`src/design/cachePkg.sv`:
```
package cachePkg;

  // Geometry
  localparam int addrBits     = 32;
  localparam int wordBits     = 32;
  localparam int numSets      = 16;
  localparam int wordsPerLine = 4;
  localparam int indexBits    = 4;
  localparam int offsetBits   = 2;
  // Address bits above index, word offset and byte offset
  localparam int tagBits      = addrBits - indexBits - offsetBits - 2;

  // Controller states
  typedef enum logic [2:0] {
    ready,
    writeBack,
    memRead,
    lastRead,
    nextReq,
    flush
  } cacheState;

  typedef enum logic {
    busRead,
    busWrite
  } busOp;

  // CPU request, held stable until done
  typedef struct packed {
    logic                write;
    logic                clean;
    logic [3:0]          byteMask;
    logic [addrBits-1:0] addr;
    logic [wordBits-1:0] wdata;
  } cpuReq;

  typedef struct packed {
    logic                done;
    logic [wordBits-1:0] rdata;
  } cpuResp;

  // One word transfer toward memory
  typedef struct packed {
    busOp                op;
    logic [addrBits-1:0] addr;
    logic [wordBits-1:0] wdata;
  } busXfer;

endpackage

```
`src/design/apbBusMaster.sv`:
```
`timescale 1ns/1ps

module apbBusMaster (
  input  logic                            clk,
  input  logic                            reset,
  input  logic                            xferValid,
  input  cachePkg::busXfer                xfer,
  input  logic [cachePkg::wordBits-1:0]   PRDATA,
  input  logic                            PREADY,
  output logic                            xferDone,
  output logic [cachePkg::wordBits-1:0]   xferRdata,
  output logic                            PSEL,
  output logic                            PENABLE,
  output logic                            PWRITE,
  output logic [cachePkg::addrBits-1:0]   PADDR,
  output logic [cachePkg::wordBits-1:0]   PWDATA
);

  typedef enum logic [1:0] {
    idle,
    setup,
    access
  } apbPhase;

  apbPhase phase;
  // Transfer held from setup until completion
  cachePkg::busXfer xferReg;

  always_ff @(posedge clk or posedge reset) begin
    if (reset) begin
      phase <= idle;
    end else begin
      case (phase)
        idle: begin
          if (xferValid) begin
            phase <= setup;
          end
        end
        setup: phase <= access;
        access: begin
          // Wait states stretch the access phase
          if (PREADY) begin
            phase <= idle;
          end
        end
        default: phase <= idle;
      endcase
    end
  end

  always_ff @(posedge clk) begin
    if (phase == idle && xferValid) begin
      xferReg <= xfer;
    end
  end

  assign PSEL      = (phase != idle);
  assign PENABLE   = (phase == access);
  assign PWRITE    = (xferReg.op == cachePkg::busWrite);
  assign PADDR     = xferReg.addr;
  assign PWDATA    = xferReg.wdata;

  // Completion seen by the controller in the same cycle
  assign xferDone  = (phase == access) & PREADY;
  assign xferRdata = PRDATA;

endmodule

```
`config.mk`:
```
export PLATFORM = sky130hd
export DESIGN_NAME = apbBusMaster
export DESIGN_NICKNAME = d
export VERILOG_FILES = /design/src/design/cachePkg.sv /design/src/design/apbBusMaster.sv
export SDC_FILE = /design/constraint.sdc
export NUM_CORES = 1
export LEC_CHECK = 0
export ABC_CLOCK_PERIOD_IN_PS = 5880
export CORE_MARGIN = 2
export CORE_UTILIZATION = 40
export DETAILED_ROUTE_END_ITERATION = 8
export DONT_BUFFER_PORTS = 1
export GPL_TIMING_DRIVEN = 0
export MAX_ROUTING_LAYER = met4
export PLACE_DENSITY = 0.57
export SLEW_MARGIN = 30
export SYNTH_ARGS = -nofsm -noshare
export SYNTH_HDL_FRONTEND = slang
export SYNTH_SLANG_ARGS = --single-unit
```
`constraint.sdc`:
```
create_clock -name clk -period 5.88 [get_ports clk]
set_clock_uncertainty 0.1 [all_clocks]
set_input_delay 0.294 -clock clk [delete_from_list [all_inputs] [get_ports clk]]
set_output_delay 0.294 -clock clk [all_outputs]
set_load 0.05 [all_outputs]
```
==> summary.md <==
| Metric | Value |
|---|---|
| Root Buffer | clkbuf_8 |
| Synth Instances | 108 |
| Power per cell area | a little under 500 mW/mm² |
| Largest net degree at the start of global routing | 28 |
| Share of layout cells above drive strength 1 | 27.1% |
| Post-synthesis register bit count | 67 |
| Post-synth top area share | 85.2% |
| Vias in the first global route | between 1000 and 1500 |
| Worst Hold End | phase[0] |
| Biggest area consumer among synthesized cells | edfxtp_1 |
| Synth Cell Area | around 0.0023 mm² |
| Syn Nets | between 200 and 250 |
| Core area | 0.00551 mm² |
| Synth warn | 0 |
| WL final | just over 5 mm |
| First-pass GRT wire length | between 6 and 7 mm |
| Chip Height | between 70 and 80 µm |
| Design area | between 0.003 and 0.004 mm² |
| Status | complete, no violations |
| DRC | 0 |
| Num ports | between 200 and 250 |
| Final setup TNS | 0 ns |
| Largest fanout on the critical path | 27 |
| Most area-consuming cells after synthesis | edfxtp_1 85%, buf_4 10%, dfrtp_1 2.2%, mux2_2 0.49%, nor2_1 0.49% |
| Detail Route Antenna Nets | 0 |
| Fin crit share | a little under two fifths |
| CTS Buffer Depth | 2 |
| # H-tree levels | 3 |
| Vias per inst | between 4 and 5 |
| RSZ-0062 raised after global routing | false |
| DRT iter0 DRCs | 41 |
| Vias after detailed routing | approximately 1200 |
| Net switching power | ~0.63 mW |
| Dpl ws | ~3.7 ns |
| Dpl cells | roughly 180 |
| Sw Share | between 30% and 40% |
| Setup crit start kind | flip-flop |
| Final min period | about 2.2 ns |
| Critical Path AT | approximately 2.1 ns |
| Worst-Skew Late Latency | approximately 0.32 ns |
| Fin cells | about 260 |
| Logic pwr share | 14.2% |
| Post-CTS setup buffers | 0 |
| Crit Path Class | flip-flop to flip-flop |
| DP Area | ~0.0024 mm² |
| Syn Area/Cell | between 20 and 25 µm² |
| Sequential area share after synthesis | about 87% |
| GRT Util Overall | 16.0% |
| Reg-to-reg slack, setup | between 3 and 4 ns |
| Max_cap viols | 0 |
| Highest-count cells in the layout ignoring fill and taps | 66 x dlygate4sd3_1, 65 x edfxtp_1, 32 x buf_4 |
| Fin. Hold Viols | 0 |
| Die Footprint | around 0.0063 mm² |
| Commonest non-fill, non-tap cell in the layout | dlygate4sd3_1 |
| Clock sinks | 67 |
| Chip width | 79.7 µm |
| Clock-pin transition on the worst setup and hold timing paths | roughly 0.070 ns |
| Diode count | 0 |
| Reg power frac | between 60% and 70% |
| Fmax achieved | about 450 MHz |
| P_int | slightly below 1 mW |
| Routability cong. | roughly 0.67 |
| Slew Viols, Final | 0 |
| Worst-Margin Slew | about 0.60 ns |
| Critical Path End Type | flip-flop |
| Fin util | ~60% |
| Hold/Removal Path Class | input pin to flip-flop |
| R2r endpoint | PWDATA[23] |
| Num rows | 27 |
| Gr ovfl total | 0 |
| Post-route setup slack | 3.67 ns |
| Worst-case reg-to-reg path depth | 4 |
| Slew HR | between 50 and 60% |
| Leak | around 1.2 nW |
| Worst path required time | approximately 5.8 ns |
| Reg2reg start | phase[0] |
| Peak supply drop | 0.000234 V |
| Final setup violation count | 0 |
| Starting Density | about two fifths |
| Post-layout nets | 288 |
| Resized cells post-CTS | 0 |
| DRT Pass-1 Iters | 4 |
| Total CTS buffers | 9 |
| Initial antenna violation count | 0 |
| Netlist cell types | 9 |
| Hold Path Origin | xferValid |
| Hold path depth | 2 |
| WL/cell | 19.3 µm |
| CTS tree | yes |
| Area growth from synthesis to layout | 45.1% |
| Port Buffers | 0 |
| Clock network fraction of total power | 25.2% |
logic make-up after synthesis:
| logic type | Yosys count | share of synthesized area [%] |
|---|---|---|
| flops | 67 | 87.4 |
| buf+inv | 34 | 10.8 |
| simple gates | 6 | 1.31 |
| mux | 1 | 0.491 |
sequential cells by signal (all words and copies together), names as in the netlist:
name,flops
PADDR,32
PWDATA,32
PWRITE,1
phase,2
power by group through the flow:
stage               clock network [mW]  registers [mW]  logic [mW]
finish                           0.404           0.973       0.228
CTS                              0.416           0.975       0.229
global placement                     0           0.995       0.156
detailed placement                   0           0.982       0.193
global route                     0.438           0.982       0.242
floorplan                            0           0.979       0.143
through the flow:
step                      total power [mW]  hold slack [ns]
final                                 1.60           0.0641
after global routing                  1.66           0.0579
after CTS                             1.62           0.0425
after detailed placement              1.18          -0.0538
after global placement                1.15          -0.0592
after floorplan                       1.12          -0.0648
cell usage after synthesis, drive strengths merged:
cell	n
nor2b	1
edfxtp	65
inv	2
buf	32
dfrtp	2
or2	1
and2	1
nor2	3
mux2	1
layout make-up:
type | count | area, µm²
clock buffers | 10 | 128
multi-input cells | 7 | 51.3
repair buffers | 68 | 716
clock inverters | 6 | 90.1
fillers | 392 | 2180
well taps | 72 | 90.1
inverters | 2 | 7.51
flip-flops and latches | 67 | 2000
plain buffers | 32 | 240
how the worst max path moves through the flow:
| stage | to | slack, ns | startpoint | cells after the start |
|---|---|---|---|---|
| after floorplan | PADDR[0] | 1.67 | phase[1] | 2 |
| after global placement | PADDR[27] | 1.04 | phase[1] | 2 |
| after detailed placement | PADDR[24] | 3.71 | phase[1] | 4 |
| after CTS | xferDone | 3.38 | phase[0] | 2 |
| after global routing | PWDATA[23] | 3.56 | phase[1] | 4 |
| final | PWDATA[23] | 3.67 | phase[0] | 4 |
routing by layer:
metal  GRT usage (%)  wire length (µm)  up-vias
met4            10.2               125        0
li1                -                 -      521
met1            13.5              1600      571
met2            29.9              2840      127
met5               -                 0        -
met3            4.86               530       11
worst max-delay path, cell delays in order, from the launching register on:
cell and delay (ns):
dfrtp_1 0.41, or2_1 0.46, nor2_4 0.50, buf_16 0.25
buf_16 0.19
timing repair:
| item | CTS | global route |
|---|---|---|
| hold endpoints to repair | 67 | 0 |
| hold buffers | 66 | 0 |
| setup endpoints to repair | 0 | 0 |
Power figures use the tool's default switching activity.
