==> src/design/cachePkg.sv <==
package cachePkg;

  // Geometry
  localparam int addrBits     = 32;
  localparam int wordBits     = 32;
  localparam int numSets      = 16;
  localparam int wordsPerLine = 4;
  localparam int indexBits    = 4;
  localparam int offsetBits   = 2;
  // Address bits above index, word offset and byte offset
  localparam int tagBits      = addrBits - indexBits - offsetBits - 2;

  // Controller states
  typedef enum logic [2:0] {
    ready,
    writeBack,
    memRead,
    lastRead,
    nextReq,
    flush
  } cacheState;

  typedef enum logic {
    busRead,
    busWrite
  } busOp;

  // CPU request, held stable until done
  typedef struct packed {
    logic                write;
    logic                clean;
    logic [3:0]          byteMask;
    logic [addrBits-1:0] addr;
    logic [wordBits-1:0] wdata;
  } cpuReq;

  typedef struct packed {
    logic                done;
    logic [wordBits-1:0] rdata;
  } cpuResp;

  // One word transfer toward memory
  typedef struct packed {
    busOp                op;
    logic [addrBits-1:0] addr;
    logic [wordBits-1:0] wdata;
  } busXfer;

endpackage

==> src/design/cacheWays.sv <==
`timescale 1ns/1ps

module cacheWays (
  input  logic                              clk,
  input  logic                              reset,
  input  logic [cachePkg::indexBits-1:0]    index,
  input  logic [cachePkg::offsetBits-1:0]   wordSel,
  input  logic [1:0]                        wayWe,
  input  logic [3:0]                        byteMask,
  input  logic [cachePkg::wordBits-1:0]     wrData,
  input  logic [1:0]                        tagWe,
  input  logic [cachePkg::tagBits-1:0]      newTag,
  input  logic [1:0]                        setValid,
  input  logic [1:0]                        setDirty,
  input  logic [1:0]                        clearDirty,
  input  logic                              lruWe,
  input  logic                              lruWrWay,
  output logic [cachePkg::tagBits-1:0]      wayTag0,
  output logic [cachePkg::tagBits-1:0]      wayTag1,
  output logic [1:0]                        wayValid,
  output logic [1:0]                        wayDirty,
  output logic                              lruWay,
  output logic [cachePkg::wordBits-1:0]     wayWord0,
  output logic [cachePkg::wordBits-1:0]     wayWord1
);

  logic [cachePkg::tagBits-1:0]  tagOut [2];
  logic [cachePkg::wordBits-1:0] wordOut [2];
  // One bit per set, names the way to replace next
  logic [cachePkg::numSets-1:0]  lruBits;

  for (genvar w = 0; w < 2; w++) begin : gWay
    logic [cachePkg::tagBits-1:0]  tags [cachePkg::numSets];
    logic [cachePkg::wordBits-1:0] data [cachePkg::numSets][cachePkg::wordsPerLine];
    logic [cachePkg::numSets-1:0]  validBits;
    logic [cachePkg::numSets-1:0]  dirtyBits;

    always_ff @(posedge clk) begin
      if (tagWe[w]) begin
        tags[index] <= newTag;
      end
    end

    // Byte lanes written only where the mask is set
    always_ff @(posedge clk) begin
      if (wayWe[w]) begin
        for (int b = 0; b < 4; b++) begin
          if (byteMask[b]) begin
            data[index][wordSel][8*b +: 8] <= wrData[8*b +: 8];
          end
        end
      end
    end

    always_ff @(posedge clk or posedge reset) begin
      if (reset) begin
        validBits <= '0;
        dirtyBits <= '0;
      end else begin
        if (setValid[w]) begin
          validBits[index] <= 1'b1;
        end
        if (setDirty[w]) begin
          dirtyBits[index] <= 1'b1;
        end else if (clearDirty[w]) begin
          dirtyBits[index] <= 1'b0;
        end
      end
    end

    assign tagOut[w]   = tags[index];
    assign wordOut[w]  = data[index][wordSel];
    assign wayValid[w] = validBits[index];
    assign wayDirty[w] = dirtyBits[index];
  end

  always_ff @(posedge clk or posedge reset) begin
    if (reset) begin
      lruBits <= '0;
    end else if (lruWe) begin
      lruBits[index] <= lruWrWay;
    end
  end

  assign wayTag0  = tagOut[0];
  assign wayTag1  = tagOut[1];
  assign wayWord0 = wordOut[0];
  assign wayWord1 = wordOut[1];
  assign lruWay   = lruBits[index];

endmodule

==> config.mk <==
export PLATFORM = sky130hd
export DESIGN_NAME = cacheWays
export DESIGN_NICKNAME = d
export VERILOG_FILES = /design/src/design/cachePkg.sv /design/src/design/cacheWays.sv
export SDC_FILE = /design/constraint.sdc
export NUM_CORES = 2
export LEC_CHECK = 0
export BUFFER_PORTS_ARGS = -buffer_cell sky130_fd_sc_hd__buf_2
export CAP_MARGIN = 20
export CORE_MARGIN = 2
export CORE_UTILIZATION = 56
export DETAILED_ROUTE_END_ITERATION = 10
export PLACE_DENSITY = 0.72
export SYNTH_ARGS = -nofsm -noshare
export SYNTH_HDL_FRONTEND = slang
export SYNTH_MEMORY_MAX_BITS = 65536
export SYNTH_SLANG_ARGS = --single-unit
==> constraint.sdc <==
create_clock -name clk -period 3.4 [get_ports clk]
set_clock_uncertainty 0.2 [all_clocks]
set_input_delay 0.17 -clock clk [delete_from_list [all_inputs] [get_ports clk]]
set_output_delay 0.17 -clock clk [all_outputs]
set_load 0.02 [all_outputs]
==> metrics.md <==
| Metric | Value |
|---|---|
| Seq cells post-synth | around 4,900 |
| Synth-to-Final Area Change | 16.9% |
| Die Span X | 584 µm |
| Startpoint types | flop |
| Multi-input logic area | between 40,000 and 50,000 µm² |
| Synth top cells by count | 4,864 x edfxtp_1, 1,289 x mux4_2, 527 x nor2_1 |
| CTS tree | yes |
| Fillers | 20,800 |
| Post-synth top area cell | edfxtp_1 |
| Worst-Margin Slew | 1.16 ns |
| Primary FF master, synth | edfxtp_1 |
| IO buf count | slightly below 200 |
| DP HPWL | around 280 mm |
| First-pass GRT wire length | about 670 mm |
| Final Setup Violations | 23 |
| Register area share after synthesis | 0.785 |
| Skew-Pair Late Insertion Delay | 0.97 ns |
| Final core occ | 0.656 |
| P_leak | around 70 nW |
| Final Instance Area | 220,000 µm² |
| Peak Freq | around 280 MHz |
| Initial antenna violation count | 35 |
| Cell Area, Placed | just over 200,000 µm² |
| Vias in the first global route | ~95,000 |
| Gate Count Post-Synth | ~8,400 |
| Router iterations before antenna repair | 8 |
| Row count | approximately 210 |
| DIE AREA | between 300,000 and 400,000 µm² |
| DR vias/cell | 6.54 |
| Final WS setup | -0.149 ns |
| Max-slew headroom | 0.219 |
| Max-Cap Viols | 0 |
| Htree depth | 5 |
| CP Max Fanout | 1 |
| Arrival @ worst endpoint | 3.18 ns |
| Fin Setup TNS | -1.23 ns |
| RSZ-0062 raised after global routing | yes |
| Number of distinct library cells after synthesis | 25 |
| Initial DRC Count | approximately 12,000 |
| Synthesized area per cell | about 23 µm² |
| Fin crit share | 1.04 |
| Failing checks | negative setup slack |
| Minimum clock period | 3.55 ns |
| Status | complete, but fails checks |
| Antenna viol nets, final | 0 |
| YS warnings | 0 |
| Drt drc | 0 |
| Share of cells above drive strength 1 | 0.359 |
| Slew Viols, Final | 0 |
| Net Count, Synth | 8,451 |
| Reg clk slew, reported paths | ~0.060 ns |
| # IOs | 197 |
| Maximum clock insertion buffer count | 4 |
| Crit Path Class | flop to output port |
| Post-synth EDFFs | between 4,000 and 5,000 |
| Vias post-DR | about 94,000 |
| Asr flop ratio synth | 0.0162 |
| Fin nets | 9,627 |
| Hold WC Path Type | primary input to flop |
| Total global-route track usage | 0.274 |
| Crit path required time | 3.03 ns |
| Count leader, synth | edfxtp_1 |
| Top post-synthesis cells by area | edfxtp_1 77%, mux4_2 15%, a22oi_1 2.0% |
| GP Congestion | around 0.84 |
| Core area | ~340,000 µm² |
| Register area | between 100,000 and 150,000 µm² |
| Post-synth top area share | 0.775 |
| Num CTS Buffers | 471 |
| Synthesized area | between 150,000 and 200,000 µm² |
| Clock Sinks | about 4,900 |
| Gr ovfl total | 0 |
| DR WL/cell | 32.6 µm |
| Power Density | 577 nW/µm² |
| Largest net degree at the start of global routing | approximately 130 |
| Peak VDD IR | 493 µV |
| Root buffer cell | clkbuf_16 |
| Final hold vios | 0 |
| Post-Route WL | roughly 470 mm |
| Die H | 584 µm |
| Endpoint type of the worst setup path | output port |
| Initial Util | 0.561 |
-- power by group --
part	total [mW]	switching, mW	internal, mW
logic	7.67	4.64	3.03
clock network	51.9	22.4	29.4
registers	67.7	0.198	67.5
total	127	27.3	100
-- cells in the final DEF (no fill, tap or decap), types with 46 or more instances in the layout --
master / count
buf_2: 104
a22oi_2: 227
a21oi_1: 151
buf_4: 848
clkbuf_16: 476
edfxtp_1: 4864
a21oi_2: 96
or4_4: 56
dfrtp_1: 80
a22oi_1: 285
nand2_1: 50
clkinv_2: 110
nor2_1: 526
buf_12: 142
dlygate4sd3_1: 99
mux4_2: 1289
clkbuf_1: 85
buf_6: 46
bufinv_16: 50
clkinv_1: 87
-- state kept, by name, summed over array words and instances (netlist names), named ones only --
name / flops
gWay.data: 4096
gWay.validBits: 32
gWay.tags: 768
lruBits: 16
-- path summary, 6_finish.rpt --
path / from / depth (start not counted) / to / slack (ns)
max: gWay[0].data[11][0] / 5 / wayWord0[0] / -0.15
min: wrData[2] / 2 / gWay[1].data[11][2] / 0.05
max reg2reg: lruBits[2] / 2 / lruBits[2] / 1.88
min reg2reg: gWay[0].validBits[6] / 1 / gWay[0].validBits[6] / 0.25
max in group asynchronous: reset / 5 / gWay[1].validBits[6] / 1.96
min in group asynchronous: reset / 4 / gWay[0].validBits[0] / 0.19
-- per-stage QoR --
step / power, mW / cells / hold slack (ns) / worst slack [ns]
detailed placement: 76.0 / 13400 / 0.0962 / -0.199
global placement: 75.8 / 13400 / 0.0832 / -0.241
floorplan: 72.6 / 8371 / 0.0689 / 0.746
global route: 130 / 14300 / 0.0524 / -0.195
finish: 127 / 14400 / 0.0480 / -0.149
CTS: 128 / 14300 / 0.000797 / -0.202
-- per-layer routing --
metal,global-route usage,share of wire
met5,0,0.00017
met4,0.0910,0.035
met3,0.0544,0.10
met2,0.441,0.49
met1,0.381,0.37
-- worst max-delay path: stages (launching register included) --
cell      delay, ns
edfxtp_1       0.37
mux4_2         0.49
a22oi_2        0.25
a21oi_1        0.12
or4_4          0.75
buf_6          0.21
-- cells by family after synthesis --
| family | Yosys count | synth area share |
|---|---|---|
| AND/OR/NAND/NOR | 742 | 0.0169 |
| buffers and inverters | 548 | 0.0128 |
| multiplexers | 1305 | 0.155 |
| flip-flops | 4944 | 0.785 |
| AO/OA/AOI/OAI | 832 | 0.0299 |
-- what timing repair did --
| item | in CTS | in global routing |
|---|---|---|
| endpoints found under the setup margin | 64 | 58 |
| setup buffers | 0 | 5 |
| hold endpoints to repair | 6930 | 0 |
| cloned | 0 | 1 |
| resized for setup | 449 | 66 |
| hold buffers | 99 | 0 |
| pin swaps | 154 | 52 |
-- cell type report --
class / count / area share
inverter: 1 / 0.0000170
clock inverter: 304 / 0.0139
tap: 4407 / 0.0250
timing repair buffer: 1250 / 0.0520
multi-input combinational: 2879 / 0.182
sequential: 4944 / 0.672
antenna: 15 / 0.000170
clock buffer: 560 / 0.0554
(Power assumes the default switching activity.)
