File: src/design/cachePkg.sv
package cachePkg;

  // Geometry
  localparam int addrBits     = 32;
  localparam int wordBits     = 32;
  localparam int numSets      = 16;
  localparam int wordsPerLine = 4;
  localparam int indexBits    = 4;
  localparam int offsetBits   = 2;
  // Address bits above index, word offset and byte offset
  localparam int tagBits      = addrBits - indexBits - offsetBits - 2;

  // Controller states
  typedef enum logic [2:0] {
    ready,
    writeBack,
    memRead,
    lastRead,
    nextReq,
    flush
  } cacheState;

  typedef enum logic {
    busRead,
    busWrite
  } busOp;

  // CPU request, held stable until done
  typedef struct packed {
    logic                write;
    logic                clean;
    logic [3:0]          byteMask;
    logic [addrBits-1:0] addr;
    logic [wordBits-1:0] wdata;
  } cpuReq;

  typedef struct packed {
    logic                done;
    logic [wordBits-1:0] rdata;
  } cpuResp;

  // One word transfer toward memory
  typedef struct packed {
    busOp                op;
    logic [addrBits-1:0] addr;
    logic [wordBits-1:0] wdata;
  } busXfer;

endpackage

File: src/design/cacheController.sv
`timescale 1ns/1ps

module cacheController (
  input  logic                                 clk,
  input  logic                                 reset,
  input  logic                                 reqValid,
  input  cachePkg::cpuReq                      req,
  input  logic [cachePkg::tagBits-1:0]         wayTag0,
  input  logic [cachePkg::tagBits-1:0]         wayTag1,
  input  logic [1:0]                           wayValid,
  input  logic [1:0]                           wayDirty,
  input  logic                                 lruWay,
  input  logic [cachePkg::wordBits-1:0]        wayWord0,
  input  logic [cachePkg::wordBits-1:0]        wayWord1,
  input  logic                                 xferDone,
  input  logic [cachePkg::wordBits-1:0]        xferRdata,
  output cachePkg::cpuResp                     resp,
  output logic                                 stall,
  output logic                                 xferValid,
  output cachePkg::busXfer                     xfer,
  output logic [cachePkg::indexBits-1:0]       index,
  output logic [cachePkg::offsetBits-1:0]      wordSel,
  output logic [1:0]                           wayWe,
  output logic [3:0]                           byteMask,
  output logic [cachePkg::wordBits-1:0]        wrData,
  output logic [1:0]                           tagWe,
  output logic [cachePkg::tagBits-1:0]         newTag,
  output logic [1:0]                           setValid,
  output logic [1:0]                           setDirty,
  output logic [1:0]                           clearDirty,
  output logic                                 lruWe,
  output logic                                 lruWrWay
);

  cachePkg::cacheState state;

  logic [1:0]                          wordCnt;
  // Set in the upper bits, way in bit 0
  logic [cachePkg::indexBits:0]        flushCnt;
  logic                                victimWay;

  logic [cachePkg::tagBits-1:0]        reqTag;
  logic [cachePkg::indexBits-1:0]      reqIndex;
  logic [cachePkg::offsetBits-1:0]     reqWord;
  logic [cachePkg::indexBits-1:0]      flushSet;
  logic [1:0]                          wayHit;
  logic                                hit;
  logic                                hitWay;
  logic                                missWay;
  logic                                missDirty;
  logic                                flushDirty;
  logic                                lastWord;
  logic [cachePkg::tagBits-1:0]        victimTag;
  logic [cachePkg::wordBits-1:0]       victimWord;

  // Address split
  assign reqTag   = req.addr[cachePkg::addrBits-1 -: cachePkg::tagBits];
  assign reqIndex = req.addr[cachePkg::offsetBits+2 +: cachePkg::indexBits];
  assign reqWord  = req.addr[2 +: cachePkg::offsetBits];
  assign flushSet = flushCnt[cachePkg::indexBits:1];

  assign wayHit[0] = wayValid[0] & (wayTag0 == reqTag);
  assign wayHit[1] = wayValid[1] & (wayTag1 == reqTag);
  assign hit       = |wayHit;
  assign hitWay    = wayHit[1];

  // Fill an empty way first, else replace the LRU way
  assign missWay    = ~wayValid[0] ? 1'b0 : (~wayValid[1] ? 1'b1 : lruWay);
  assign missDirty  = wayValid[missWay] & wayDirty[missWay];
  assign flushDirty = wayValid[flushCnt[0]] & wayDirty[flushCnt[0]];

  assign lastWord   = xferDone & (wordCnt == 2'd3);
  assign victimTag  = victimWay ? wayTag1 : wayTag0;
  assign victimWord = victimWay ? wayWord1 : wayWord0;

  // The sweep addresses sets from its own counter
  assign index = req.clean ? flushSet : reqIndex;

  always_ff @(posedge clk or posedge reset) begin
    if (reset) begin
      wordCnt <= 2'd0;
    end else if (xferDone) begin
      wordCnt <= wordCnt + 2'd1;
    end
  end

  always_ff @(posedge clk or posedge reset) begin
    if (reset) begin
      state     <= cachePkg::ready;
      flushCnt  <= '0;
      victimWay <= 1'b0;
    end else begin
      case (state)
        cachePkg::ready: begin
          if (reqValid) begin
            if (req.clean) begin
              flushCnt <= '0;
              state    <= cachePkg::flush;
            end else if (hit) begin
              state <= cachePkg::nextReq;
            end else begin
              victimWay <= missWay;
              state     <= missDirty ? cachePkg::writeBack : cachePkg::memRead;
            end
          end
        end
        cachePkg::writeBack: begin
          if (lastWord) begin
            state <= req.clean ? cachePkg::flush : cachePkg::memRead;
          end
        end
        cachePkg::memRead: begin
          if (lastWord) begin
            state <= cachePkg::lastRead;
          end
        end
        cachePkg::lastRead: state <= cachePkg::nextReq;
        cachePkg::nextReq:  state <= cachePkg::ready;
        cachePkg::flush: begin
          if (flushDirty) begin
            victimWay <= flushCnt[0];
            state     <= cachePkg::writeBack;
          end else if (&flushCnt) begin
            state <= cachePkg::nextReq;
          end else begin
            flushCnt <= flushCnt + 1'b1;
          end
        end
        default: state <= cachePkg::ready;
      endcase
    end
  end

  always_comb begin
    wordSel    = reqWord;
    wayWe      = 2'b00;
    byteMask   = req.byteMask;
    wrData     = req.wdata;
    tagWe      = 2'b00;
    newTag     = reqTag;
    setValid   = 2'b00;
    setDirty   = 2'b00;
    clearDirty = 2'b00;
    lruWe      = 1'b0;
    lruWrWay   = ~hitWay;
    xferValid  = 1'b0;
    xfer.op    = cachePkg::busRead;
    xfer.addr  = {reqTag, reqIndex, wordCnt, 2'b00};
    xfer.wdata = victimWord;
    case (state)
      cachePkg::writeBack: begin
        wordSel   = wordCnt;
        xferValid = 1'b1;
        xfer.op   = cachePkg::busWrite;
        xfer.addr = {victimTag, index, wordCnt, 2'b00};
        // A flushed line stays valid but is now clean
        if (lastWord && req.clean) begin
          clearDirty[victimWay] = 1'b1;
        end
      end
      cachePkg::memRead: begin
        wordSel   = wordCnt;
        xferValid = 1'b1;
        if (xferDone) begin
          wayWe[victimWay] = 1'b1;
          byteMask         = 4'hf;
          wrData           = xferRdata;
        end
      end
      cachePkg::lastRead: begin
        tagWe[victimWay]      = 1'b1;
        setValid[victimWay]   = 1'b1;
        clearDirty[victimWay] = 1'b1;
      end
      cachePkg::nextReq: begin
        // Line is resident here, so the request hits
        if (!req.clean) begin
          lruWe = 1'b1;
          if (req.write) begin
            wayWe    = wayHit;
            setDirty = wayHit;
          end
        end
      end
      default: ;
    endcase
  end

  assign resp.done  = (state == cachePkg::nextReq);
  assign resp.rdata = hitWay ? wayWord1 : wayWord0;
  assign stall      = (state == cachePkg::ready) ? reqValid : (state != cachePkg::nextReq);

endmodule

File: config.mk
export PLATFORM = sky130hd
export DESIGN_NAME = cacheController
export DESIGN_NICKNAME = d
export VERILOG_FILES = /design/src/design/cachePkg.sv /design/src/design/cacheController.sv
export SDC_FILE = /design/constraint.sdc
export NUM_CORES = 1
export LEC_CHECK = 0
export BUFFER_PORTS_ARGS = -buffer_cell sky130_fd_sc_hd__buf_2
export CORE_AREA = 2 2 157 159
export CTS_BUF_LIST = sky130_fd_sc_hd__clkbuf_16
export DETAILED_ROUTE_END_ITERATION = 16
export DIE_AREA = 0 0 159 161
export GPL_TIMING_DRIVEN = 0
export PLACE_DENSITY = 0.41
export SLEW_MARGIN = 15
export SYNTH_ARGS = -nofsm -noshare
export SYNTH_HDL_FRONTEND = slang
export SYNTH_SLANG_ARGS = --single-unit
File: constraint.sdc
create_clock -name clk -period 1.87 [get_ports clk]
set_input_delay 0.0935 -clock clk [delete_from_list [all_inputs] [get_ports clk]]
set_output_delay 0.0935 -clock clk [all_outputs]
set_load 0.01 [all_outputs]
==> summary.md, run 1 <==
The number of cells on the worst hold path is 2. The logs give 25600 um^2 for the overall die area and 0 for the count of maximum capacitance violations. The kind of critical path was input pin to primary output. The level count of the clock H-tree was 1; the area growth from synthesis to layout was 116.2%. The critical path's slowest cell was sky130_fd_sc_hd__nor4_4.

The completed layout was analyzed and its total power is 5.930 mW. In the final timing run, aggregate negative setup slack is -1610 ps. Setup repair after global routing could not meet its margin everywhere. The run gives 3497 um^2 as the post-synthesis instance area. The wire length per cell was 18.59 um. The critical path capture point type is a primary output. The final max-slew violation count is 0, and the count of flip-flops with a built-in enable after synthesis is 0. The detail route stage leaves a number of antenna-violating nets equal to 0. The synthesized design contains 11 register bits. After synthesis, the netlist uses 45 different library cells.

The met1 routing resource usage after global routing was 0.1764; the fraction of the cycle the final worst path needs was 1.032. During synthesis, Yosys emitted a total of 0 warnings. Number of sinks on the clock net: 11.

The share of synthesized registers carrying an async set or reset came out at 1.000. The proportion of netlist area held by the largest area contributor was 0.2512. Number of instances in the synthesized netlist: 429. The run gives 0.02696 as the met3 demand-to-capacity share in global routing. Entering global routing, the biggest net connects 12 pins.

For this design the ratio of total power to cell area is 784.3 nW/um^2. The HPWL after detailed placement is 18310 um, and the slack of the critical path is -60.76 ps. TritonCTS built the clock tree. The most common library cell in the layout ignoring fill and taps was sky130_fd_sc_hd__buf_2.

The number of buffers on the longest clock path was 2; the achievable frequency was 517.9 MHz. The critical path goes through buf_8 -> xor2_2 -> nor4_4 -> and3_4 -> nand4_4 -> buf_12 -> buf_12 -> mux2_4 -> buf_6. Clock-pin slew was measured on the worst setup and hold paths at 40 ps. In this run, CTS created clock tree buffers numbering 3. In this run the static leakage power is 3.864 nW. The synthesized design spends more area on one cell type than any other, namely sky130_fd_sc_hd__mux2_2. The tools report the count of endpoints failing hold in the final timing report as 0. In the final design database the tool counted 1081 nets. The via count of the first global-routing pass came out at 5029. The worst supply voltage drop on vdd was 320.1 uV; the final critical-path required period was 1931 ps. For this design the top-level I/O count stands at 401. In the routed design, unresolved DRC markers number 0. Counting the fill cells in the layout gives 2594. met2 is the most crowded layer. The actual transition at the worst max-transition pin was 653.6 ps.

For this block, the routed nets add up to 21930 um of wire. The worst max-slew margin expressed relative to the limit is 0.5643, and the combined global-route utilization of all metal layers is 0.1551. Data arrives at the worst endpoint at 1840 ps. The initial cell density of the core was 0.1459.

Input and output buffers added on the ports amount to 396. The share of post-route cells with drive strength above 1 is 0.7553. By area the synthesized netlist is led by sky130_fd_sc_hd__mux2_2 25%, sky130_fd_sc_hd__mux2_1 9.3%, sky130_fd_sc_hd__xnor2_1 8.5%. The setup violation total in the final timing report came out at 48.

Mean area per synthesized cell: 8.152 um^2. For this run, the leading register cell type out of synthesis is sky130_fd_sc_hd__dfrtp_1. Setup clock skew after layout: 2.028 ps. After global routing the overflow that remains totals 0. The register area share after synthesis is 0.07871, and the worst hold slack is 113.0 ps. The run finished, with violations left. The top cell types in the final layout, fill and taps aside, are 323 x sky130_fd_sc_hd__buf_2, 83 x sky130_fd_sc_hd__buf_6, 54 x sky130_fd_sc_hd__mux2_2. After the first detailed-routing iteration, the DRC count stood at 161. In this run the core area contains 57 standard-cell rows. Data on the critical path is required at its endpoint by 1780 ps. The maximum single-stage delay on the critical path was 320 ps. The run gives 2 as the initial antenna violation count. The routed layout has 4951 vias.

The routability congestion estimate from global placement is 0.8458. For the worst flop-to-flop path, the logic depth is 7. The tools report the kind of launch point of the worst setup path as an input pin.

The tools report the detailed-routing iteration count for the pre-antenna-repair pass as 4. The first global-routing pass estimated 30590 um of wire. Measured along the y axis, the die boundary spans 161 um. The final reports fail on setup timing. The peak fanout along the critical path works out to 7.

The clock insertion delay at the later pin of the skew report came out at 240 ps. The global-route track usage on met2 was 0.3049; the core area was 23960 um^2. By instance count, the cell type seen most on the critical path is sky130_fd_sc_hd__buf_12. Horizontal die dimension: 159 um. The tightest min-delay check is of the input pin to register type. In the routed layout, each cell is associated on average with a via count of 4.196.

Clock tree synthesis selected as its root buffer the cell sky130_fd_sc_hd__clkbuf_16.
-- registers in the layout (all words and copies together), names as in the netlist --
register	flops
flushCnt	5
state	3
wordCnt	2
victimWay	1
-- worst max-delay path, delay by kind of cell --
family / cells / cell delay (ps)
xor gates and xnor gates: 1 / 170
muxes: 1 / 320
and+or+nand+nor: 3 / 670
buffers and inverters: 4 / 570
-- report_power, final --
group	internal, mW	switching [mW]
registers	0.313	0.113
clock network	0.281	0.108
logic	2.54	2.58
-- metrics by stage --
step	utilization	setup slack, ps	cell area [um^2]	std cells
floorplan	-	9.217	3512	430
global placement	0.2462	-1057	5899	1150
detailed placement	0.2462	-1050	5899	1150
CTS	0.3003	-120.3	7196	1172
global route	0.3154	-112.6	7559	1179
finish	0.3155	-60.76	7561	1180
-- what timing repair did --
| action | in CTS | in global routing |
|---|---|---|
| gates cloned | 3 | 2 |
| hold buffers | 1 | 0 |
| pin swaps | 24 | 9 |
| resized for setup | 216 | 64 |
| endpoints found under the hold margin | 11 | 0 |
| endpoints found under the setup margin | 148 | 86 |
| buffers inserted | 16 | 5 |
-- cells in the mapped netlist, drive strengths merged, types with 2 or more instances --
library cell	number
o211ai	3
o21ai	7
and4	2
inv	5
dfrtp	11
nor2	36
nor2b	2
nand2b	4
nand3	10
buf	40
nand3b	4
nand4	12
or3	5
nor3	9
clkbuf	13
nand2	22
o22ai	3
mux2i	25
xnor2	34
or2	4
and3	5
mux2	107
a21oi	29
nor4	6
ha	3
xor2	16
-- worst paths after layout --
check	startpoint	to	slack (ps)
worst min-delay path	xferDone	wordCnt[0]	110
min in group asynchronous	reset	state[1]	410
worst max register to register	flushCnt[0]	flushCnt[2]	90
worst max-delay path	wayTag1[18]	resp[21]	-60
worst min register to register	wordCnt[0]	wordCnt[0]	550
max in group asynchronous	reset	flushCnt[0]	1120
-- kinds of logic (layout without fill, tap and decap cells) --
kind of cell / count (synthesis) / count (layout) / share of synthesized area
AOI/OAI and AO/OA: 48 / 48 / 0.07943
muxes: 132 / 132 / 0.4161
xor gates and xnor gates: 50 / 50 / 0.1252
adders and majority gates: 3 / 3 / 0.01073
buffers and inverters: 58 / 482 / 0.1005
other: 1 / 4 / 0.001072
and+or+nand+nor: 126 / 126 / 0.1882
DFF: 11 / 11 / 0.07871
-- layer usage --
metal  share of wire  up-vias
li1                -     2376
met4           0.016        0
met3           0.067       20
met2            0.53      274
met1            0.39     2281
met5               0        -
-- final cells by class --
cell class / count / area, um^2 / area share
multi-input combinational: 361 / 3500 / 0.4629
timing repair buffer: 423 / 2773 / 0.3667
buffer: 50 / 500.5 / 0.06619
tap: 324 / 405.4 / 0.05362
sequential: 11 / 277.8 / 0.03674
clock buffer: 3 / 75.07 / 0.009929
inverter: 5 / 21.27 / 0.002813
antenna: 2 / 5.005 / 0.0006619
clock inverter: 1 / 3.754 / 0.0004964
No activity file was read; power rests on OpenSTA's default activity.
==> run 2: changes to the inputs <==
--- a/config.mk
+++ b/config.mk
@@ -5,13 +5,14 @@
 export SDC_FILE = /design/constraint.sdc
 export NUM_CORES = 1
 export LEC_CHECK = 0
+export ABC_AREA = 1
 export BUFFER_PORTS_ARGS = -buffer_cell sky130_fd_sc_hd__buf_2
-export CORE_AREA = 2 2 157 159
+export CORE_AREA = 2 2 154 156
 export CTS_BUF_LIST = sky130_fd_sc_hd__clkbuf_16
 export DETAILED_ROUTE_END_ITERATION = 16
-export DIE_AREA = 0 0 159 161
+export DIE_AREA = 0 0 156 158
 export GPL_TIMING_DRIVEN = 0
-export PLACE_DENSITY = 0.41
+export PLACE_DENSITY = 0.44
 export SLEW_MARGIN = 15
 export SYNTH_ARGS = -nofsm -noshare
 export SYNTH_HDL_FRONTEND = slang
==> run 2 against run 1 <==
- the flow now finishes without violations
- sequential power about the same
- total power fell by 11%
- synthesized area up 12%
- clock power about the same
- sequential cell count stayed put
- sequential share of layout area increased by 0.58 points
- die area fell by 3.7%
- final cell count rose by 28%
- via count grew 31%
- core utilization decreased by 3.2 points
- clock-buffer cell count stayed put
- critical endpoint is now wordSel[0]
- largest power group unchanged
==> summary.md, run 2 <==
Post-synth top cells: 307 x sky130_fd_sc_hd__nand2_1, 105 x sky130_fd_sc_hd__inv_1, 86 x sky130_fd_sc_hd__nor2_1 (was 78 x sky130_fd_sc_hd__mux2_2, 36 x sky130_fd_sc_hd__nor2_1, 34 x sky130_fd_sc_hd__xnor2_1). The tools report the number of non-filler instances in the completed layout as 1509 (was 1180). The kind of critical path was register to primary output (was input pin to primary output). The logs give 23050 um^2 (was 23960 um^2) for the core area and 0.6522 (was 0.5643) for the worst max-slew margin expressed relative to the limit. The share of synthesized registers carrying an async set or reset came out at 1.000 (unchanged). The worst setup slack before clock tree synthesis is -307.8 ps (was -1050 ps), and the count of flip-flops with a built-in enable after synthesis is 0 (unchanged). Sum of met3 wire segment lengths after detailed routing: 1697 um (was 1461 um).

The most used flip-flop cell after synthesis is sky130_fd_sc_hd__dfrtp_1 (unchanged). The tools report the reg-to-reg startpoint as flushCnt[0] (unchanged). Overall die area: 24650 um^2 (was 25600 um^2). The run gives 0 (was 48) as the setup violation total in the final timing report.

Combinational family with the most area after synthesis: simple AND/OR/NAND/NOR gates (was multiplexers). The kind of launch point of the worst setup path is a register (was an input pin). The switching portion of total power is 0.5782 (was 0.4721), and the level count of the clock H-tree is 1 (unchanged). The horizontal die dimension came out at 156 um (was 159 um). The final max-slew violation count is 0 (unchanged). The global-route wire length before repair came out at 33750 um (was 30590 um). The areal power density over the cells was 811.3 nW/um^2 (was 784.3 nW/um^2). The actual transition at the worst max-transition pin was 521.7 ps (was 653.6 ps). The wire length reported by the detailed router was 24280 um (was 21930 um); the average via count per standard cell was 4.294 (was 4.196). The number of distinct library cell variants in the gate-level netlist after synthesis was 38 (was 45); the internal power component was 2.235 mW (was 3.131 mW).

The fraction of the cycle the final worst path needs came out at 0.9806 (was 1.032). The tools report the critical path capture point type as a primary output (unchanged). The routability congestion estimate from global placement was 0.9172 (was 0.8458); the total of buffers placed on input and output ports was 396 (unchanged). The detailed-routing iteration count for the pre-antenna-repair pass is 4 (unchanged), and the simple-gate share of the synthesized area is 0.4627 (was 0.1882).

The run gives 56 (was 57) as the standard-cell row count. The run finished with clean final reports. The number of register bits inferred by synthesis is 11 (unchanged). The area growth from synthesis to layout is 66.35% (was 116.2%), and the number of vias after detailed routing is 6480 (was 4951). Count of nets left with antenna violations after detail routing: 0 (unchanged). Largest cells by area after synthesis: sky130_fd_sc_hd__nand2_1 29%, sky130_fd_sc_hd__inv_1 10%, sky130_fd_sc_hd__o21ai_0 9.4% (was sky130_fd_sc_hd__mux2_2 25%, sky130_fd_sc_hd__mux2_1 9.3%, sky130_fd_sc_hd__xnor2_1 8.5%).

The count of warnings emitted by yosys is 0 (unchanged). The most area-hungry cell type in the Yosys netlist was sky130_fd_sc_hd__nand2_1 (was sky130_fd_sc_hd__mux2_2). The logs give 3 (unchanged) for the number of buffers inserted during clock tree synthesis and 6531 um^2 (was 7561 um^2) for the post-route cell area. Top Registers: flushCnt x5, state x3, wordCnt x2 (unchanged). The leakage component of the power came out at 4.008 nW (was 3.864 nW). The share of post-route cells with drive strength above 1 was 0.4148 (was 0.7553); the count of maximum capacitance violations was 0 (unchanged). The launch instance of the worst min-delay path was xferDone (unchanged).

The run gives 21020 um (was 18310 um) as the HPWL after detailed placement. The fraction of synthesized cell area in xor and xnor cells came out at 0.02677 (was 0.1252). The placed instance area was 6275 um^2 (was 5899 um^2); the number of instances in the synthesized netlist was 809 (was 429).

The timing startpoint of the critical path is state[1] (was wayTag1[18]). The achievable frequency came out at 545.3 MHz (was 517.9 MHz). Proportion of netlist area held by the largest area contributor: 0.2935 (was 0.2512).

The final critical-path required period works out to 1834 ps (was 1931 ps). For the worst hold slack, the log shows 148.2 ps (was 113.0 ps). The combinational power share was 0.846 (was 0.863). The root buffer cell was sky130_fd_sc_hd__clkbuf_16 (unchanged). The peak fanout along the critical path was 5 (was 7); the worst supply voltage drop on vdd was 387.7 uV (was 320.1 uV). The via count of the first global-routing pass is 5770 (was 5029), and the clock network fraction of design power is 0.073 (was 0.066).

Most common library cell in the layout ignoring fill and taps: sky130_fd_sc_hd__buf_2 (unchanged). The net switching component of the power was 3.064 mW (was 2.799 mW). The met2 wirelength from detailed routing came out at 11310 um (was 11640 um). The aggregate negative setup slack came out at 0 ps (was -1610 ps). The final routed DRC violation total came out at 0 (unchanged). The most common cell in the synthesized netlist is sky130_fd_sc_hd__nand2_1 (was sky130_fd_sc_hd__mux2_2). The proportion of synthesized area in mux cells was 0.002868 (was 0.4161); the first-iteration detailed-routing DRC count was 505 (was 161). The initial antenna violation count was 5 (was 2); the number of cells in the design after placement was 1496 (was 1150). TritonCTS built the clock tree. For the number of buffers on the longest clock path, the log shows 2 (unchanged). The overflow left after global routing is 0 (unchanged). The highest metal layer with signal wires was met5 (was met4).

The adder-cell area share of the yosys netlist was 0.009560 (was 0.01073). The sequential cell fraction of total power is 0.081 (was 0.072), and the clock insertion delay at the later pin of the skew report is 240 ps (about the same). The initial cell density of the core was 0.1703 (was 0.1459); the wire length per cell was 16.09 um (was 18.59 um). The flip-flop count of the largest register after layout is 5 (unchanged). The tools report the largest net degree at the start of global routing as 12 (unchanged). The required time reported for the critical path endpoint was 1780 ps (about the same).

Setup repair after global routing could not meet its margin everywhere. The met1 layer wirelength in the final routing was 11050 um (was 8469 um); the post-layout net count was 1442 (was 1081). The register clock-pin slew on the reported worst setup and hold paths works out to 40 ps (about the same). The class of the tightest hold or removal check is input pin to register (unchanged). The mean area per synthesized cell is 4.853 um^2 (was 8.152 um^2). For the setup clock skew after layout, the log shows 3.230 ps (was 2.028 ps). The register name with the most flops is flushCnt (unchanged).

The post-synthesis compound-gate area fraction came out at 0.2094 (was 0.07943). The tools report the register area share after synthesis as 0.07011 (was 0.07871). Arrival time reported for the critical path endpoint: 1740 ps (was 1840 ps). For the number of primary I/O pins, the log shows 401 (unchanged). Post-synthesis instance area: 3926 um^2 (was 3497 um^2). Commonest non-fill, non-tap cells in the layout: 400 x sky130_fd_sc_hd__buf_2, 303 x sky130_fd_sc_hd__nand2_1, 106 x sky130_fd_sc_hd__inv_1 (was 323 x sky130_fd_sc_hd__buf_2, 83 x sky130_fd_sc_hd__buf_6, 54 x sky130_fd_sc_hd__mux2_2).

Count of endpoints failing hold in the final timing report: 0 (unchanged). The logs give 0.1781 (was 0.1551) for the combined global-route utilization of all metal layers and 36.20 ps (was -60.76 ps) for the slack of the critical path. Number of sinks on the clock net: 11 (unchanged).

The vertical die dimension is 158 um (was 161 um).
-- run 2: cell types whose count changed after synthesis, moves of 11 or more --
cell	before	now
sky130_fd_sc_hd__xnor2_1	34	4
sky130_fd_sc_hd__mux2i_1	25	0
sky130_fd_sc_hd__inv_1	5	105
sky130_fd_sc_hd__nor2_1	36	86
sky130_fd_sc_hd__a21oi_1	29	40
sky130_fd_sc_hd__o211ai_1	3	24
sky130_fd_sc_hd__mux2_2	78	1
sky130_fd_sc_hd__nand2_1	22	307
sky130_fd_sc_hd__mux2_1	29	0
sky130_fd_sc_hd__o21ai_0	5	74
sky130_fd_sc_hd__inv_2	0	17
-- run 2: final cells by class --
class | instances | area (um^2)
Sequential cell | 11 | 277.8
Buffer | 59 | 451.7
Clock inverter | 1 | 3.754
Antenna cell | 4 | 10.01
Timing Repair Buffer | 402 | 2029
Multi-Input combinational cell | 616 | 2843
Inverter | 123 | 478.0
Tap cell | 290 | 362.8
Clock buffer | 3 | 75.07
Fill cell | 2744 | 16520
-- run 2: power by group through the flow --
stage	Sequential (mW)	Combinational [mW]	Clock [mW]
floorplan	0.388	2.29	0
global placement	0.393	4.33	0
detailed placement	0.391	4.31	0
CTS	0.436	4.40	0.399
global route	0.443	4.92	0.413
finish	0.429	4.48	0.389
-- run 2: what timing repair did --
| item | CTS | global route |
|---|---|---|
| pin swaps | 2 | 3 |
| endpoints found under the hold margin | 11 | 0 |
| hold buffers | 1 | 0 |
| setup endpoints to repair | 102 | 67 |
| setup buffers | 2 | 3 |
| gates resized for setup | 29 | 31 |
-- run 2: routing by layer --
metal | global-route usage | vias up
met5 | 0 | -
met2 | 0.2931 | 249
met3 | 0.03175 | 18
met1 | 0.2464 | 2884
met4 | 0.02971 | 2
li1 | - | 3327
-- run 2: stage by stage --
stage,util,total power [mW]
final,0.2833,5.299
after global routing,0.2832,5.778
after CTS,0.2794,5.231
after detailed placement,0.2722,4.701
after global placement,0.2722,4.719
after floorplan,-,2.682
-- run 2: path summary, 6_finish.rpt --
kind                       cells after the start          end  slack, ps
max in group asynchronous                      3    victimWay       1100
hold reg to reg                                1   wordCnt[0]        520
setup / recovery                               6   wordSel[0]         40
hold / removal                                 2   wordCnt[0]        150
min in group asynchronous                      3  flushCnt[3]        410
setup reg to reg                              12  flushCnt[3]        140
-- run 2: cells by family after synthesis --
logic type | after synthesis
xor+xnor | 12
fa+ha+maj | 3
mux | 1
other cells | 1
simple gates | 450
buf+inv | 183
compound gates | 148
flops | 11
-- run 2: critical path: stages (launching register included) --
cell                      delay, ps
sky130_fd_sc_hd__dfrtp_1        380
sky130_fd_sc_hd__inv_1          100
sky130_fd_sc_hd__nor3_4         260
sky130_fd_sc_hd__inv_1           60
sky130_fd_sc_hd__nand2_1        200
sky130_fd_sc_hd__mux2_2         360
sky130_fd_sc_hd__buf_2          140
==> run 3: changes to the inputs <==
==> constraint.sdc (replaced) <==
create_clock -name clk -period 1.45 [get_ports clk]
set_input_delay 0.0725 -clock clk [delete_from_list [all_inputs] [get_ports clk]]
set_output_delay 0.0725 -clock clk [all_outputs]
set_load 0.01 [all_outputs]
==> run 3 against run 2 <==
- the run now ends with setup timing left
- critical path depth rose by 3
- register-to-register slack got worse by 340 ps
- wire length rose by 14%
- clock-buffer cell count did not move
- die area did not move
- global-route usage rose by 1.8 points
- sequential cell count did not move
- non-clock buffer count rose by 77
- combinational power rose by 110%
- first-iteration DRC count fell by 32%
- sequential share of layout area fell by 1.2 points
- worst hold slack got worse by 12 ps
- largest cell class is now buffers
- largest power group unchanged
==> summary.md, run 3 (synthesis gave the netlist of run 2 again) <==
Worst hold slack: 136.1 ps (was 148.2 ps). Setup repair after global routing could not meet its margin everywhere. The run gives 6415 (was 5770) as the via count of the first global-routing pass.

The kind of critical path was register to primary output (unchanged). The flip-flop count of the largest register after layout was 5 (unchanged). The tools report the HPWL after detailed placement as 21080 um (was 21020 um).

Horizontal die dimension: 156 um (unchanged). The vertical die dimension is 158 um (unchanged), and the average via count per standard cell is 4.478 (was 4.294). Register name with the most flops: flushCnt (unchanged).

The number of buffers inserted during clock tree synthesis came out at 3 (unchanged). Global-route wire length before repair: 37170 um (was 33750 um). The areal power density over the cells works out to 1129 nW/um^2 (was 811.3 nW/um^2).

For the count of maximum capacitance violations, the log shows 0 (unchanged). Kind of cell adding the most delay to the critical path: buffers and inverters (was simple AND/OR/NAND/NOR gates). The overall power after layout was 10.51 mW (was 5.299 mW); the combinational power share was 0.896 (was 0.846). The register clock-pin slew on the reported worst setup and hold paths is 40 ps (about the same), and the count of endpoints failing hold in the final timing report is 0 (unchanged). The checks that failed: setup timing.

The required time reported for the critical path endpoint is 1380 ps (was 1780 ps). For the combined area of the multi-input logic cells, the log shows 3943 um^2 (was 2843 um^2). The final max-slew violation count came out at 0 (unchanged). TritonCTS built the clock tree. For this run, the top clock speed supported by timing is 568.5 MHz. The final routed DRC violation total came out at 0 (unchanged). The actual transition at the worst max-transition pin is 572.1 ps (was 521.7 ps).

Peak fanout along the critical path: 9 (was 5). The standard-cell row count was 56 (unchanged); the leakage component of the power was 5.114 nW (was 4.008 nW). The logs give 0.1958 (was 0.1781) for the combined global-route utilization of all metal layers and 280.3 um^2 (was 277.8 um^2) for the area used by sequential logic in the layout. The tools report the core area as 23050 um^2 (unchanged). The run gives 5.206 mW (was 3.064 mW) as the net switching component of the power. The sum of met3 wire segment lengths after detailed routing was 1749 um (was 1697 um).

Highest metal layer with signal wires: met4 (was met5). The clock network fraction of design power is 0.049 (was 0.073). The run gives 2434 (was 2744) as the filler cell count in the final layout.

The area growth from synthesis to layout came out at 137.0% (was 66.35%). The met2 wirelength from detailed routing is 13900 um (was 11310 um), and the number of vias after detailed routing is 7088 (was 6480). Met1 layer wirelength in the final routing: 11630 um (was 11050 um). Commonest non-fill, non-tap cells in the layout: 341 x sky130_fd_sc_hd__buf_2, 217 x sky130_fd_sc_hd__nand2_1, 78 x sky130_fd_sc_hd__inv_1 (was 400 x sky130_fd_sc_hd__buf_2, 303 x sky130_fd_sc_hd__nand2_1, 106 x sky130_fd_sc_hd__inv_1). The run gives 27780 um (was 24280 um) as the wire length reported by the detailed router.

The number of buffers on the longest clock path was 2 (unchanged); the clock insertion delay at the later pin of the skew report was 240 ps (about the same). The root buffer cell was sky130_fd_sc_hd__clkbuf_16 (unchanged). The fraction of the cycle the final worst path needs works out to 1.213. For the worst max-slew margin expressed relative to the limit, the log shows 0.6186 (was 0.6522). The total of buffers placed on input and output ports was 396 (unchanged). The most common library cell in the layout ignoring fill and taps was sky130_fd_sc_hd__buf_2 (unchanged). The run gives 478.1 uV (was 387.7 uV) as the worst supply voltage drop on vdd.

The tools report the number of primary I/O pins as 401 (unchanged). The overflow left after global routing was 0 (unchanged); the buffers plus inverters on the worst setup path was 5 (was 3). The critical path capture point type was a primary output (unchanged). Top Registers: flushCnt x5, state x3, wordCnt x2 (unchanged).

The maximum single-stage delay on the critical path was 410 ps (was 380 ps). Critical Path, Cell by Cell: inv_2 -> nor2_4 -> nand2_4 -> clkinv_8 -> buf_12 -> buf_12 -> o211ai_1 -> o21ai_1 -> buf_2 (was inv_1 -> nor3_4 -> inv_1 -> nand2_1 -> mux2_2 -> buf_2). The flow ran to the end, but the final reports show violations. The detailed-routing iteration count for the pre-antenna-repair pass came out at 4 (unchanged).

The tools report the setup violation total in the final timing report as 150 (was 0). The dominant cell type by count on the critical path is sky130_fd_sc_hd__buf_12 (was sky130_fd_sc_hd__inv_1). The logs give 344 (was 505) for the first-iteration detailed-routing DRC count and 5.304 mW (was 2.235 mW) for the internal power component.

Initial cell density of the core: 0.1703 (unchanged). The count of nets left with antenna violations after detail routing is 0 (unchanged), and the wire length per cell is 17.55 um (was 16.09 um). The routability congestion estimate from global placement was 0.9020 (was 0.9172). The tools report the overall die area as 24650 um^2 (unchanged).

Class of the tightest hold or removal check: input pin to register (unchanged). The tools report the level count of the clock H-tree as 1 (unchanged). The critical path's slowest cell was sky130_fd_sc_hd__dfrtp_2 (was sky130_fd_sc_hd__dfrtp_1). The share of post-route cells with drive strength above 1 is 0.6370 (was 0.4148). The post-layout net count came out at 1519 (was 1442). Subtracting the final worst setup slack from the clock period gives 1759 ps.

The largest net degree at the start of global routing came out at 12 (unchanged). Kind of launch point of the worst setup path: a register (unchanged). The switching portion of total power came out at 0.4953 (was 0.5782).

The tools report the sequential cell fraction of total power as 0.054 (was 0.081). The tools report the setup clock skew after layout as 6.034 ps (was 3.230 ps). The initial antenna violation count is 2 (was 5), and the number of sinks on the clock net is 11 (unchanged). The logs give -309.1 ps (was 36.20 ps) for the slack of the critical path and 1690 ps (was 1740 ps) for the arrival time reported for the critical path endpoint.
run 3: changes by cell type in the layout (fill, tap and decap cells not counted), moves of 29 or more:
cell	previous run	this run
sky130_fd_sc_hd__nand2_2	7	59
sky130_fd_sc_hd__nor2_1	84	44
sky130_fd_sc_hd__nand2_1	303	217
sky130_fd_sc_hd__buf_4	36	68
sky130_fd_sc_hd__o21ai_1	2	32
sky130_fd_sc_hd__buf_2	400	341
sky130_fd_sc_hd__o21ai_0	73	10
sky130_fd_sc_hd__a21oi_1	40	11
sky130_fd_sc_hd__nand2_4	2	36
sky130_fd_sc_hd__buf_6	12	66
run 3: what timing repair did:
item / 4_1_cts / 5_1_grt
setup buffers: 47 / 25
endpoints found under the setup margin: 152 / 150
resized for setup: 333 / 301
endpoints found under the hold margin: 11 / 0
pin swaps: 22 / 85
hold buffers: 1 / 0
cloned: 9 / 11
run 3: power groups by stage:
| stage | combinational [mW] | sequential, mW | clock, mW |
|---|---|---|---|
| 2_1_floorplan | 2.97 | 0.500 | 0 |
| 3_3_place_gp | 5.58 | 0.519 | 0 |
| 3_5_place_dp | 5.55 | 0.516 | 0 |
| 4_1_cts | 8.03 | 0.546 | 0.521 |
| 5_1_grt | 10.1 | 0.585 | 0.538 |
| 6_report | 9.42 | 0.570 | 0.518 |
run 3: final timing paths:
path / from / endpoint / slack (ps) / depth (start not counted)
worst max-delay path: state[0] / xfer[57] / -310 / 9
worst min register to register: wordCnt[0] / wordCnt[0] / 550 / 1
min in group asynchronous: reset / flushCnt[3] / 380 / 3
max in group asynchronous: reset / state[0] / 710 / 3
worst min-delay path: xferDone / wordCnt[0] / 140 / 2
worst max register to register: flushCnt[0] / flushCnt[3] / -200 / 12
run 3: through the flow:
stage               TNS (ps)  instances  setup slack [ps]  area [um^2]    util
global route          -34030       1583            -379.3         9305  0.4037
CTS                   -22410       1556            -280.2         8015  0.3477
floorplan             -78.58        810            -78.58         3938       -
global placement      -61750       1496            -932.6         6282  0.2725
finish                -23880       1583            -309.1         9305  0.4037
detailed placement    -59190       1496            -869.0         6282  0.2725
run 3: layout make-up:
| type | instances | area share |
|---|---|---|
| clock inverters | 1 | 0.0004034 |
| repair buffers | 480 | 0.3675 |
| plain buffers | 58 | 0.07463 |
| diodes | 1 | 0.0002689 |
| multi-input cells | 616 | 0.4237 |
| inverters | 123 | 0.05634 |
| flip-flops and latches | 11 | 0.03012 |
| clock buffers | 3 | 0.008068 |
| well taps | 290 | 0.03899 |
run 3: routing by layer:
metal	global-route usage	vias to the layer above
li1	-	3503
met1	0.2568	3281
met2	0.3481	272
met3	0.02683	32
met4	0.02927	0
met5	0	-
